--- config.mk ---
export PLATFORM = sky130hd
export DESIGN_NAME = rv_core
export DESIGN_NICKNAME = d
export VERILOG_FILES = /design/src/rv_pkg.sv /design/src/rv_alu.sv /design/src/rv_control.sv /design/src/rv_core.sv /design/src/rv_imm_gen.sv /design/src/rv_pc_unit.sv /design/src/rv_regfile.sv
export SDC_FILE = /design/constraint.sdc
export NUM_CORES = 2
export LEC_CHECK = 0
export ABC_AREA = 1
export BUFFER_PORTS_ARGS = -buffer_cell sky130_fd_sc_hd__buf_4
export CAP_MARGIN = 5
export CELL_PAD_IN_SITES_DETAIL_PLACEMENT = 1
export CELL_PAD_IN_SITES_GLOBAL_PLACEMENT = 2
export CORE_MARGIN = 2
export CORE_UTILIZATION = 39
export CTS_BUF_LIST = sky130_fd_sc_hd__clkbuf_16
export CTS_CLUSTER_DIAMETER = 50
export DETAILED_ROUTE_END_ITERATION = 8
export PLACE_DENSITY = 0.93
export SYNTH_ARGS = -nofsm -noshare
export SYNTH_HDL_FRONTEND = slang
export SYNTH_SLANG_ARGS = --single-unit
--- constraint.sdc ---
create_clock -name clk -period 11.2 [get_ports clk]
set_input_delay 1.12 -clock clk [delete_from_list [all_inputs] [get_ports clk]]
set_output_delay 1.12 -clock clk [all_outputs]
set_load 0.05 [all_outputs]
--- src/rv_pkg.sv ---
// rv_pkg: core widths, reset vector, opcode/alu/immediate enums, control and write-back structs
`default_nettype none

package rv_pkg;

    // data path width
    localparam int xlen = 32;

    // pc after reset
    localparam logic [xlen-1:0] reset_vector = 32'h8000_0000;

    // sequential pc step and link offset
    localparam logic [xlen-1:0] pc_step = 32'd4;

    // major opcodes, bits [6:0] of the instruction
    typedef enum logic [6:0] {
        op_lui    = 7'b0110111,
        op_auipc  = 7'b0010111,
        op_jal    = 7'b1101111,
        op_jalr   = 7'b1100111,
        op_branch = 7'b1100011,
        op_imm    = 7'b0010011,
        op_reg    = 7'b0110011
    } opcode_e;

    // alu functions
    typedef enum logic [3:0] {
        alu_add    = 4'd0,
        alu_sub    = 4'd1,
        alu_sll    = 4'd2,
        alu_srl    = 4'd3,
        alu_sra    = 4'd4,
        alu_slt    = 4'd5,
        alu_sltu   = 4'd6,
        alu_xor    = 4'd7,
        alu_or     = 4'd8,
        alu_and    = 4'd9,
        // lui, result is operand b
        alu_pass_b = 4'd10
    } alu_op_e;

    // immediate encodings
    typedef enum logic [2:0] {
        imm_i = 3'd0,
        imm_s = 3'd1,
        imm_b = 3'd2,
        imm_u = 3'd3,
        imm_j = 3'd4
    } imm_type_e;

    // alu operand a source
    typedef enum logic {
        a_rs1 = 1'b0,
        a_pc  = 1'b1
    } alu_a_src_e;

    // alu operand b source
    typedef enum logic [1:0] {
        b_rs2  = 2'd0,
        b_imm  = 2'd1,
        b_four = 2'd2
    } alu_b_src_e;

    // decoded control bundle
    typedef struct packed {
        imm_type_e  imm_type;
        alu_op_e    alu_op;
        alu_a_src_e alu_a_src;
        alu_b_src_e alu_b_src;
        logic       reg_we;
        logic       is_branch;
        logic       is_jal;
        logic       is_jalr;
        logic       illegal;
    } ctrl_t;

    // retired register write, 38 bits
    typedef struct packed {
        logic            valid;
        logic [4:0]      rd;
        logic [xlen-1:0] data;
    } wb_t;

endpackage

`default_nettype wire

--- src/rv_alu.sv ---
// rv_alu: add/sub, shifts, compares, logic, pass-b, plus less and zero flags
`timescale 1ns/1ps
`default_nettype none

module rv_alu import rv_pkg::*; (
    input  alu_op_e         op,
    input  logic [xlen-1:0] a,
    input  logic [xlen-1:0] b,
    output logic [xlen-1:0] result,
    output logic            less,
    output logic            zero
);

    logic [4:0] shamt;
    logic       lt_signed;
    logic       lt_unsigned;

    // rv32 shifts use the low 5 bits only
    assign shamt       = b[4:0];
    assign lt_signed   = ($signed(a) < $signed(b));
    assign lt_unsigned = (a < b);

    always_comb begin
        case (op)
            alu_add:    result = a + b;
            alu_sub:    result = a - b;
            alu_sll:    result = a << shamt;
            alu_srl:    result = a >> shamt;
            // arithmetic shift keeps the sign
            alu_sra:    result = $unsigned($signed(a) >>> shamt);
            alu_slt:    result = {{(xlen-1){1'b0}}, lt_signed};
            alu_sltu:   result = {{(xlen-1){1'b0}}, lt_unsigned};
            alu_xor:    result = a ^ b;
            alu_or:     result = a | b;
            alu_and:    result = a & b;
            alu_pass_b: result = b;
            default:    result = '0;
        endcase
    end

    // unsigned compare only for sltu, signed otherwise
    assign less = (op == alu_sltu) ? lt_unsigned : lt_signed;
    // beq/bne look at a - b
    assign zero = (result == '0);

endmodule

`default_nettype wire

--- src/rv_control.sv ---
// rv_control: instruction decode into ctrl_t and branch condition resolve
`timescale 1ns/1ps
`default_nettype none

module rv_control import rv_pkg::*; (
    input  logic [31:0] cmd,
    input  logic        less,
    input  logic        zero,
    output ctrl_t       ctrl,
    output logic        take_branch
);

    opcode_e    opcode;
    logic [2:0] funct3;
    logic [6:0] funct7;
    logic       alt;
    logic       f7_zero;
    logic       f7_alt;

    assign opcode  = opcode_e'(cmd[6:0]);
    assign funct3  = cmd[14:12];
    assign funct7  = cmd[31:25];
    // bit 30 picks sub / sra
    assign alt     = cmd[30];
    assign f7_zero = (funct7 == 7'b0000000);
    assign f7_alt  = (funct7 == 7'b0100000);

    // funct3 + alt bit to alu function, shared by op and op-imm
    function automatic alu_op_e arith_op(input logic [2:0] f3, input logic sel_alt);
        alu_op_e res;
        case (f3)
            3'b000:  res = sel_alt ? alu_sub : alu_add;
            3'b001:  res = alu_sll;
            3'b010:  res = alu_slt;
            3'b011:  res = alu_sltu;
            3'b100:  res = alu_xor;
            3'b101:  res = sel_alt ? alu_sra : alu_srl;
            3'b110:  res = alu_or;
            default: res = alu_and;
        endcase
        return res;
    endfunction

    always_comb begin
        // defaults: i-type, add, rs1/rs2, no side effects
        ctrl           = '0;
        ctrl.imm_type  = imm_i;
        ctrl.alu_op    = alu_add;
        ctrl.alu_a_src = a_rs1;
        ctrl.alu_b_src = b_rs2;
        case (opcode)
            op_lui: begin
                ctrl.imm_type  = imm_u;
                ctrl.alu_op    = alu_pass_b;
                ctrl.alu_b_src = b_imm;
                ctrl.reg_we    = 1'b1;
            end
            op_auipc: begin
                ctrl.imm_type  = imm_u;
                ctrl.alu_a_src = a_pc;
                ctrl.alu_b_src = b_imm;
                ctrl.reg_we    = 1'b1;
            end
            // jumps: alu makes the link value pc+4
            op_jal: begin
                ctrl.imm_type  = imm_j;
                ctrl.alu_a_src = a_pc;
                ctrl.alu_b_src = b_four;
                ctrl.reg_we    = 1'b1;
                ctrl.is_jal    = 1'b1;
            end
            op_jalr: begin
                ctrl.alu_a_src = a_pc;
                ctrl.alu_b_src = b_four;
                ctrl.reg_we    = 1'b1;
                ctrl.is_jalr   = 1'b1;
                ctrl.illegal   = (funct3 != 3'b000);
            end
            // branches compare rs1 against rs2 in the alu
            op_branch: begin
                ctrl.imm_type  = imm_b;
                ctrl.is_branch = 1'b1;
                case (funct3)
                    3'b000, 3'b001: ctrl.alu_op = alu_sub;
                    3'b100, 3'b101: ctrl.alu_op = alu_slt;
                    3'b110, 3'b111: ctrl.alu_op = alu_sltu;
                    default:        ctrl.illegal = 1'b1;
                endcase
            end
            op_imm: begin
                // bit 30 is immediate data except for srai
                ctrl.alu_op    = arith_op(funct3, alt && (funct3 == 3'b101));
                ctrl.alu_b_src = b_imm;
                ctrl.reg_we    = 1'b1;
                if (funct3 == 3'b001) begin
                    ctrl.illegal = !f7_zero;
                end else if (funct3 == 3'b101) begin
                    ctrl.illegal = !(f7_zero || f7_alt);
                end
            end
            op_reg: begin
                ctrl.alu_op  = arith_op(funct3, alt);
                ctrl.reg_we  = 1'b1;
                ctrl.illegal = !(f7_zero || (f7_alt && (funct3 == 3'b000 || funct3 == 3'b101)));
            end
            default: ctrl.illegal = 1'b1;
        endcase
        // illegal retires as a nop
        if (ctrl.illegal) begin
            ctrl.reg_we    = 1'b0;
            ctrl.is_branch = 1'b0;
            ctrl.is_jal    = 1'b0;
            ctrl.is_jalr   = 1'b0;
        end
    end

    // branch decision from the alu flags
    always_comb begin
        case (funct3)
            3'b000:         take_branch = zero;
            3'b001:         take_branch = !zero;
            3'b100, 3'b110: take_branch = less;
            3'b101, 3'b111: take_branch = !less;
            default:        take_branch = 1'b0;
        endcase
        take_branch = take_branch && ctrl.is_branch;
    end

endmodule

`default_nettype wire

--- src/rv_core.sv ---
// rv_core: single-cycle rv32i top with decode, register file, alu, pc unit and operand muxes
`timescale 1ns/1ps
`default_nettype none

module rv_core import rv_pkg::*; (
    input  logic            clk,
    input  logic            rst_n,
    input  logic [31:0]     cmd,
    output logic [xlen-1:0] pc,
    output logic [xlen-1:0] dnpc,
    output wb_t             wb,
    output logic            illegal
);

    // register indices straight from the word
    logic [4:0]      rs1;
    logic [4:0]      rs2;
    logic [4:0]      rd;
    // decode outputs
    ctrl_t           ctrl;
    logic            take_branch;
    logic [xlen-1:0] imm;
    // data path
    logic [xlen-1:0] src1;
    logic [xlen-1:0] src2;
    logic [xlen-1:0] alu_a;
    logic [xlen-1:0] alu_b;
    logic [xlen-1:0] alu_result;
    logic            less;
    logic            zero;
    logic            pc_offset_sel;

    assign rs1 = cmd[19:15];
    assign rs2 = cmd[24:20];
    assign rd  = cmd[11:7];

    rv_control u_control (
        .cmd         (cmd),
        .less        (less),
        .zero        (zero),
        .ctrl        (ctrl),
        .take_branch (take_branch)
    );

    rv_imm_gen u_imm_gen (
        .cmd      (cmd),
        .imm_type (ctrl.imm_type),
        .imm      (imm)
    );

    rv_regfile u_regfile (
        .clk     (clk),
        .rst_n   (rst_n),
        .raddr_a (rs1),
        .raddr_b (rs2),
        .wb      (wb),
        .rdata_a (src1),
        .rdata_b (src2)
    );

    // operand a: rs1, or pc for auipc and links
    assign alu_a = (ctrl.alu_a_src == a_pc) ? pc : src1;

    // operand b: rs2, immediate, or 4 for links
    always_comb begin
        case (ctrl.alu_b_src)
            b_imm:   alu_b = imm;
            b_four:  alu_b = pc_step;
            default: alu_b = src2;
        endcase
    end

    rv_alu u_alu (
        .op     (ctrl.alu_op),
        .a      (alu_a),
        .b      (alu_b),
        .result (alu_result),
        .less   (less),
        .zero   (zero)
    );

    // redirect on taken branch or any jump
    assign pc_offset_sel = take_branch || ctrl.is_jal || ctrl.is_jalr;

    rv_pc_unit u_pc_unit (
        .clk        (clk),
        .rst_n      (rst_n),
        .offset_sel (pc_offset_sel),
        .base_sel   (ctrl.is_jalr),
        .clear_lsb  (ctrl.is_jalr),
        .imm        (imm),
        .rs1        (src1),
        .pc         (pc),
        .dnpc       (dnpc)
    );

    // write-back trace, x0 writes and reset cycles drop out
    assign wb.valid = ctrl.reg_we && (rd != 5'd0) && rst_n;
    assign wb.rd    = rd;
    // links carry pc+4 from the alu
    assign wb.data  = alu_result;

    assign illegal = ctrl.illegal;

endmodule

`default_nettype wire

--- src/rv_imm_gen.sv ---
// rv_imm_gen: sign-extended immediate for i, s, b, u and j formats
`timescale 1ns/1ps
`default_nettype none

module rv_imm_gen import rv_pkg::*; (
    input  logic [31:0]     cmd,
    input  imm_type_e       imm_type,
    output logic [xlen-1:0] imm
);

    logic sign;

    // sign bit is always inst[31]
    assign sign = cmd[31];

    always_comb begin
        case (imm_type)
            imm_i: begin
                imm = {{20{sign}}, cmd[31:20]};
            end
            imm_s: begin
                imm = {{20{sign}}, cmd[31:25], cmd[11:7]};
            end
            // b and j offsets are in halfwords, bit 0 implied zero
            imm_b: begin
                imm = {{19{sign}}, sign, cmd[7], cmd[30:25], cmd[11:8], 1'b0};
            end
            imm_u: begin
                imm = {cmd[31:12], 12'b0};
            end
            imm_j: begin
                imm = {{11{sign}}, sign, cmd[19:12], cmd[20], cmd[30:21], 1'b0};
            end
            default: begin
                imm = '0;
            end
        endcase
    end

endmodule

`default_nettype wire

--- src/rv_pc_unit.sv ---
// rv_pc_unit: pc register with reset vector and next-pc adder
`timescale 1ns/1ps
`default_nettype none

module rv_pc_unit import rv_pkg::*; (
    input  logic            clk,
    input  logic            rst_n,
    input  logic            offset_sel,
    input  logic            base_sel,
    input  logic            clear_lsb,
    input  logic [xlen-1:0] imm,
    input  logic [xlen-1:0] rs1,
    output logic [xlen-1:0] pc,
    output logic [xlen-1:0] dnpc
);

    logic [xlen-1:0] offset;
    logic [xlen-1:0] base;
    logic [xlen-1:0] sum;

    // imm when taken, else sequential step
    assign offset = offset_sel ? imm : pc_step;
    // rs1 only for jalr
    assign base   = base_sel ? rs1 : pc;
    assign sum    = base + offset;
    // jalr target drops bit 0
    assign dnpc   = clear_lsb ? {sum[xlen-1:1], 1'b0} : sum;

    always_ff @(posedge clk) begin
        if (!rst_n) begin
            pc <= reset_vector;
        end else begin
            pc <= dnpc;
        end
    end

    // no misaligned fetch once running
    assert property (@(posedge clk) disable iff (!rst_n) pc[1:0] == 2'b00)
        else $error("pc not word aligned");

endmodule

`default_nettype wire

--- src/rv_regfile.sv ---
// rv_regfile: 32 x 32 register file, two async read ports, one sync write port
`timescale 1ns/1ps
`default_nettype none

module rv_regfile import rv_pkg::*; (
    input  logic            clk,
    input  logic            rst_n,
    input  logic [4:0]      raddr_a,
    input  logic [4:0]      raddr_b,
    input  wb_t             wb,
    output logic [xlen-1:0] rdata_a,
    output logic [xlen-1:0] rdata_b
);

    // x1..x31, x0 has no storage
    logic [xlen-1:0] regs [1:31];

    // write on the edge, held off during reset
    always_ff @(posedge clk) begin
        if (rst_n && wb.valid && (wb.rd != 5'd0)) begin
            regs[wb.rd] <= wb.data;
        end
    end

    // x0 reads as zero
    assign rdata_a = (raddr_a == 5'd0) ? '0 : regs[raddr_a];
    assign rdata_b = (raddr_b == 5'd0) ? '0 : regs[raddr_b];

    // core must already filter x0 writes out of the trace
    assert property (@(posedge clk) disable iff (!rst_n) wb.valid |-> (wb.rd != 5'd0))
        else $error("write-back valid with rd x0");

endmodule

`default_nettype wire

# Word-level counts from Yosys, hierarchy flattened
# Memory sizes are Yosys's and may differ from the RTL's.
# Cells that the tools add are included.
[word_totals]
elab_cells = 115
regBits = 32
output_inout_bits = 103
input_bits = 34
mem_bits_rw = 992
n_memories = 1
[classes]
shift = 3
reduce_logical = 38
muxes = 33
addsub = 3
magnitude_cmp = 2
eq_ne = 31
n_bitwise = 3
[mem_list]
columns = ["name", "depth", "width", "read_ports", "rd_clocked_by_memory_dff", "wr", "line_no", "source"]
rows = [
  ["u_regfile.regs", 31, 32, 2, 0, 1, "rv_regfile.sv:16", "logic [xlen-1:0] regs [1:31];"],
]
[ops]
columns = ["op", "n"]
rows = [
  ["$pmux W32 S11", 1],
  ["$mux W32", 5],
  ["$pmux W32 S5", 1],
  ["$add A32 B32 Y32", 2],
  ["$lt A32 B32 Y1", 2],
  ["$pmux W32 S2", 1],
  ["$pmux W4 S7", 2],
  ["$and A32 B32 Y32", 1],
  ["$logic_not A32 Y1", 1],
  ["$or A32 B32 Y32", 1],
  ["$shl A32 B5 Y32", 1],
  ["$shr A32 B5 Y32", 1],
  ["$sshr A32 B5 Y32", 1],
  ["$sub A32 B32 Y32", 1],
  ["$xor A32 B32 Y32", 1],
  ["$eq A7 B6 Y1 const B", 3],
  ["$eq A7 B7 Y1 const B", 3],
  ["$pmux W3 S3", 2],
  ["$eq A4 B3 Y1 const B", 4],
  ["$pmux W4 S4", 1],
  ["$eq A3 B3 Y1 const B", 5],
  ["$eq A7 B5 Y1 const B", 2],
  ["$mux W1", 14],
  ["$reduce_or A2 Y1", 7],
  ["other kinds (23)", 50],
]

# Depth between registers and ports, before layout
[logic_depth]
ltp_word = 17
mapped_depth = 68
depth_no_buf = 65

# Modules after synthesis
# A second synthesis with hierarchy kept.
[hier_totals]
hier_cells = 9727
hier_area_um2 = 68797.2
[modules_own_cells]
columns = ["mod", "area_per_inst_um2", "cells_per_inst", "instances", "seq_area_each_um2"]
rows = [
  ["rv_regfile", 52027.4, 6385, 1, 29788.6],
  ["rv_alu", 10785.3, 2228, 1, 0.0],
  ["rv_pc_unit", 3952.5, 689, 1, 640.6],
  ["rv_core", 994.7, 227, 1, 0.0],
  ["rv_imm_gen", 594.3, 102, 1, 0.0],
  ["rv_control", 442.9, 96, 1, 0.0],
]

# Worst setup path after synthesis
# Ideal clock, no wire load.
[synth_timing]
path_type = "input -> output"
startpoint = "input port cmd[2]"
endpoint = "output port dnpc[30]"
setup_slack_ns = -0.395
stages = 62
arrival_ns = 10.475
path_buffers = 3
required_ns = 10.080
cell_sequence = "inv_1 nor3_4 nand2_1 inv_1 clkbuf_1 nor2_1 ha_1 inv_1 nand2_1 inv_1 nand3_1 nand2_4 buf_4 ha_1 inv_1 fa_1 nand3_1 o211ai_1 [... 26 more ...] fa_1 nand2_1 inv_1 o21a_1 nor2_1 o21ai_0 a21o_1 a21oi_1 o21ai_0 nand2_1 nand2_1 a21oi_1 o21ai_0 a21oi_1 o21ai_0 inv_1 o221ai_1 xor2_1"
[synth_lines]
columns = ["item", "line_no", "source"]
rows = [
  ["start: declaration", "rv_core.sv:8", "input logic [31:0] cmd,"],
  ["end: declaration", "rv_core.sv:10", "output logic [xlen-1:0] dnpc,"],
]

# Worst setup path after layout
[layout_timing]
startpoint = "input port cmd[15]"
endpoint = "output port dnpc[26]"
[layout_between]
elab_chain_cells = 13
elab_cells_between_ends = 28
classes_between = "3 x add/sub; 2 x order compare; 3 x shift; 9 x mux; 3 x bitwise; 7 x reduce/logical; 1 x memory"
[layout_rtl]
columns = ["item", "line_no", "source"]
rows = [
  ["$mem_v2 Z31 W32 or $logic_not A5 Y1 (tied branches)", "n/a", ""],
  ["$mux W32", "rv_regfile.sv:26", "assign rdata_a = (raddr_a == 5'd0) ? '0 : regs[raddr_a];"],
  ["$mux W32", "rv_core.sv:62", "assign alu_a = (ctrl.alu_a_src == a_pc) ? pc : src1;"],
  ["$sub A32 B32 Y32, or another cell as far along", "rv_alu.sv:26", "alu_sub: result = a - b;"],
  ["$pmux W32 S11", "rv_alu.sv:24", "case (op)"],
  ["$logic_not A32 Y1", "rv_alu.sv:44", "assign zero = (result == '0);"],
  ["$logic_not A1 Y1", "rv_control.sv:121", "3'b001: take_branch = !zero;"],
  ["$pmux W1 S4", "rv_control.sv:119", "case (funct3)"],
  ["$logic_and A1 B1 Y1", "rv_control.sv:126", "take_branch = take_branch && ctrl.is_branch;"],
  ["$logic_or A1 B1 Y1 (2 in a row)", "rv_core.sv:83", "assign pc_offset_sel = take_branch || ctrl.is_jal || ctrl.is_jalr;"],
  ["$mux W32", "rv_pc_unit.sv:22", "assign offset = offset_sel ? imm : pc_step;"],
  ["$add A32 B32 Y32 *", "rv_pc_unit.sv:25", "assign sum = base + offset;"],
]
# Mark *: on every way between the ends. The rest lies on a longest branch, timed or not.

==> results.yml <==
setup_path:
  required_ns: 10.08
  crit_path_end_kind: "output port"
  crit_slowest_cell: "fa_1"
  critPathArrivalTime_ns: 9.90
  r2r_start: "u_regfile.regs[3][9]"
  path_common_cell: "nand2_1"
  startpoint: "cmd[15]"
  slowest_delay_ns: 0.45
  path_class: "in -> out"
  reg2reg_depth: 63
  worstPathMaxFanout: 28
  crit_path_start_kind: "input pin"
drt:
  wl_um: 317100
  drc: 0
  vias: 66810
  postRouteAntennaNets: 0
  wl_per_cell_um: 29.44
  via_per_inst: 6.203
  drt_iter0_markers: 9017
  first_pass_iters: 7
timing:
  finalSetupViolCount: 0
  slew_viol_final: 0
  max_slew.worst_pin.slew_ns: 1.430
  fin_crit_sh_pct: 98.35
  hold_slack_ns: 0.5183
  layout_setup_ws_ns: 0.1846
  min_period_ns: 11.02
  slew_headroom_pct: 4.593
  max_freq_ghz: 0.09078
  hold_violations: 0
  skew_ns: 0.05457
die:
  die_y_um: 408.4
  core.rowCount: 148
  start_util_pct: 39.23
  io_pins: 137
  dieArea_sq_um: 166800
  core_sq_um: 162600
  die_x_um: 408.4
placed_design:
  place.gp.congestion: 1.140
  preCtsSetupSlack_ns: -0.9088
  hpwlAfterDp_um: 202200
  place.port_buffers: 136
  dp.cells: 10490
clocking:
  cts_sinks: 1024
  clock_path_buffers: 3
  insertion_delay_ns: 0.81
  htree_num_levels: 4
  cts_tree: "done"
  root_buffer: "clkbuf_16"
  numCtsBuffers: 131
  clk_pin_slew_worst_paths_ns: 0.05
power:
  ir_drop_mv: 0.2131
  p_leak_nw: 32.11
  p_total_w: 0.01241
  p_int_w: 0.008055
  seq_power_share_pct: 37.8
  p_sw_share_pct: 35.11
  pwr-share-comb_pct: 28.5
  clkPwrFrac_pct: 33.7
  p_sw_w: 0.004358
  powerDensity_nw_per_um2: 163.3
cells_and_area:
  multi_input_area_sq_um: 28570
  final_common_cell: "nand2_1"
  final_cells: 10770
  utilization_pct: 46.76
  seq_area_sq_um: 30430
  fill_cells: 19670
  nets: 8655
  drive_gt1_share_pct: 13.50
  final_cell_mix: "nand2_1, nand3_1, edfxtp_1, inv_1, o21ai_0"
  syn_to_final_growth_pct: 19.18
synthesis:
  syn_area_sq_um: 63790
  synth-xor-area-share_pct: 0.6041
  synthMuxAreaShare_pct: 0
  synthArstFlopShare_pct: 0
  ys_types: 59
  synth-seq-cells: 1024
  synth_cells: 8145
  synth_area_leaders: "edfxtp_1, nand2_1, nand3_1, o21ai_0, inv_1"
  synth_top_cell_area_share_pct: 46.70
  synth_area_per_cell_sq_um: 7.832
  synth_top_area_cell: "edfxtp_1"
  synth_compound_area_share_pct: 13.83
  synth_flop_cell: "edfxtp_1"
  synth_edf_count: 992
  syn-num-nets: 8314
  synthAdderAreaFrac_pct: 2.683
  yosys_warnings: 0
  yosysSeqAreaShare_pct: 47.70
  synth_top_family_by_area: "simple AND/OR/NAND/NOR gates"
  synth_simple_gate_area_share_pct: 26.23
grt:
  grt_start_max_net_pins: 124
  grt_pass1_vias: 66490
  globalRoute.totalOverflow: 0
  antenna_found_initial: 25
  grt_util_all_layers_pct: 36.31
  grt_pass1_wl_um: 448000
hold_path:
  hold_depth: 2
  hold_start: "rst_n"
  hold_class: "in -> reg"
run_status:
  status: "complete, no violations"
job:
  drv_cap: 0
[cells by family (layout without fill, tap and decap cells)]
group           Yosys count  in the layout
compound gates         1609           1609
buf+inv                1325           1767
fa+ha+maj               135            135
other cells               0             10
simple gates           4008           4008
flops                  1024           1024
xor+xnor                 44             44
[power by group through the flow]
stage / clock network [W] / logic, W / registers, W
2_1_floorplan: 0 / 0.00177 / 0.00478
3_3_place_gp: 0 / 0.00322 / 0.00477
3_5_place_dp: 0 / 0.00329 / 0.00477
4_1_cts: 0.00420 / 0.00335 / 0.00469
5_1_grt: 0.00434 / 0.00372 / 0.00469
6_report: 0.00418 / 0.00354 / 0.00469
[path summary, 6_finish.rpt]
| kind | to | slack [ns] |
|---|---|---|
| hold reg to reg | u_pc_unit.pc[31] | 0.89 |
| hold / removal | u_pc_unit.pc[31] | 0.52 |
| setup / recovery | dnpc[26] | 0.18 |
| setup reg to reg | u_pc_unit.pc[28] | 2.58 |
[final cells by class]
cell class	count	share of cell area (%)
sequential	1024	40.03
multi-input combinational	5796	37.58
timing repair buffer	735	9.221
clock buffer	133	4.378
inverter	798	4.003
tap	2175	3.580
clock inverter	101	1.185
antenna	10	0.03292
[registers in the layout, indices dropped and copies added (netlist names)]
| register | cells |
|---|---|
| u_regfile.regs | 992 |
| u_pc_unit.pc | 32 |
[Yosys cell counts, types with 64 or more instances]
| cell type | number |
|---|---|
| o211ai_1 | 154 |
| nand3_1 | 1040 |
| inv_1 | 765 |
| nor2_1 | 590 |
| o21ai_1 | 64 |
| edfxtp_1 | 992 |
| ha_1 | 132 |
| clkbuf_1 | 156 |
| nand2_1 | 2236 |
| buf_2 | 260 |
| a21oi_1 | 500 |
| o21ai_0 | 735 |
[critical path, delay by kind of cell]
family	cells	cell delay, ns
AOI/OAI and AO/OA	13	2.30
xor gates and xnor gates	1	0.14
adders and majority gates	3	0.98
buffers and inverters	13	1.90
and+or+nand+nor	29	3.36
[metal layers]
layer / wire length (um) / vias to the layer above / part of all wire [%] / GRT usage (%)
met5: 107 / - / 0.034 / 0
met4: 24640 / 16 / 7.8 / 24.46
met3: 38060 / 1190 / 12 / 9.574
met2: 137000 / 4255 / 43 / 54.73
met1: 117300 / 33060 / 37 / 45.63
li1: - / 28300 / - / -
[timing repair]
item | 4_1_cts | 5_1_grt
cloned | 3 | 9
pin swaps | 7 | 29
buffers inserted | 6 | 23
gates resized for setup | 60 | 141
setup endpoints to repair | 15 | 17
hold buffers | 0 | 0
[through the flow]
| step | TNS, ns | instance area (sq um) |
|---|---|---|
| after floorplan | 0 | 63820 |
| after global placement | -4.363 | 70420 |
| after detailed placement | -6.278 | 70420 |
| after CTS | 0 | 75050 |
| after global routing | -0.4687 | 76010 |
| final | 0 | 76020 |
Note: power is estimated with default switching activity, not from simulation.
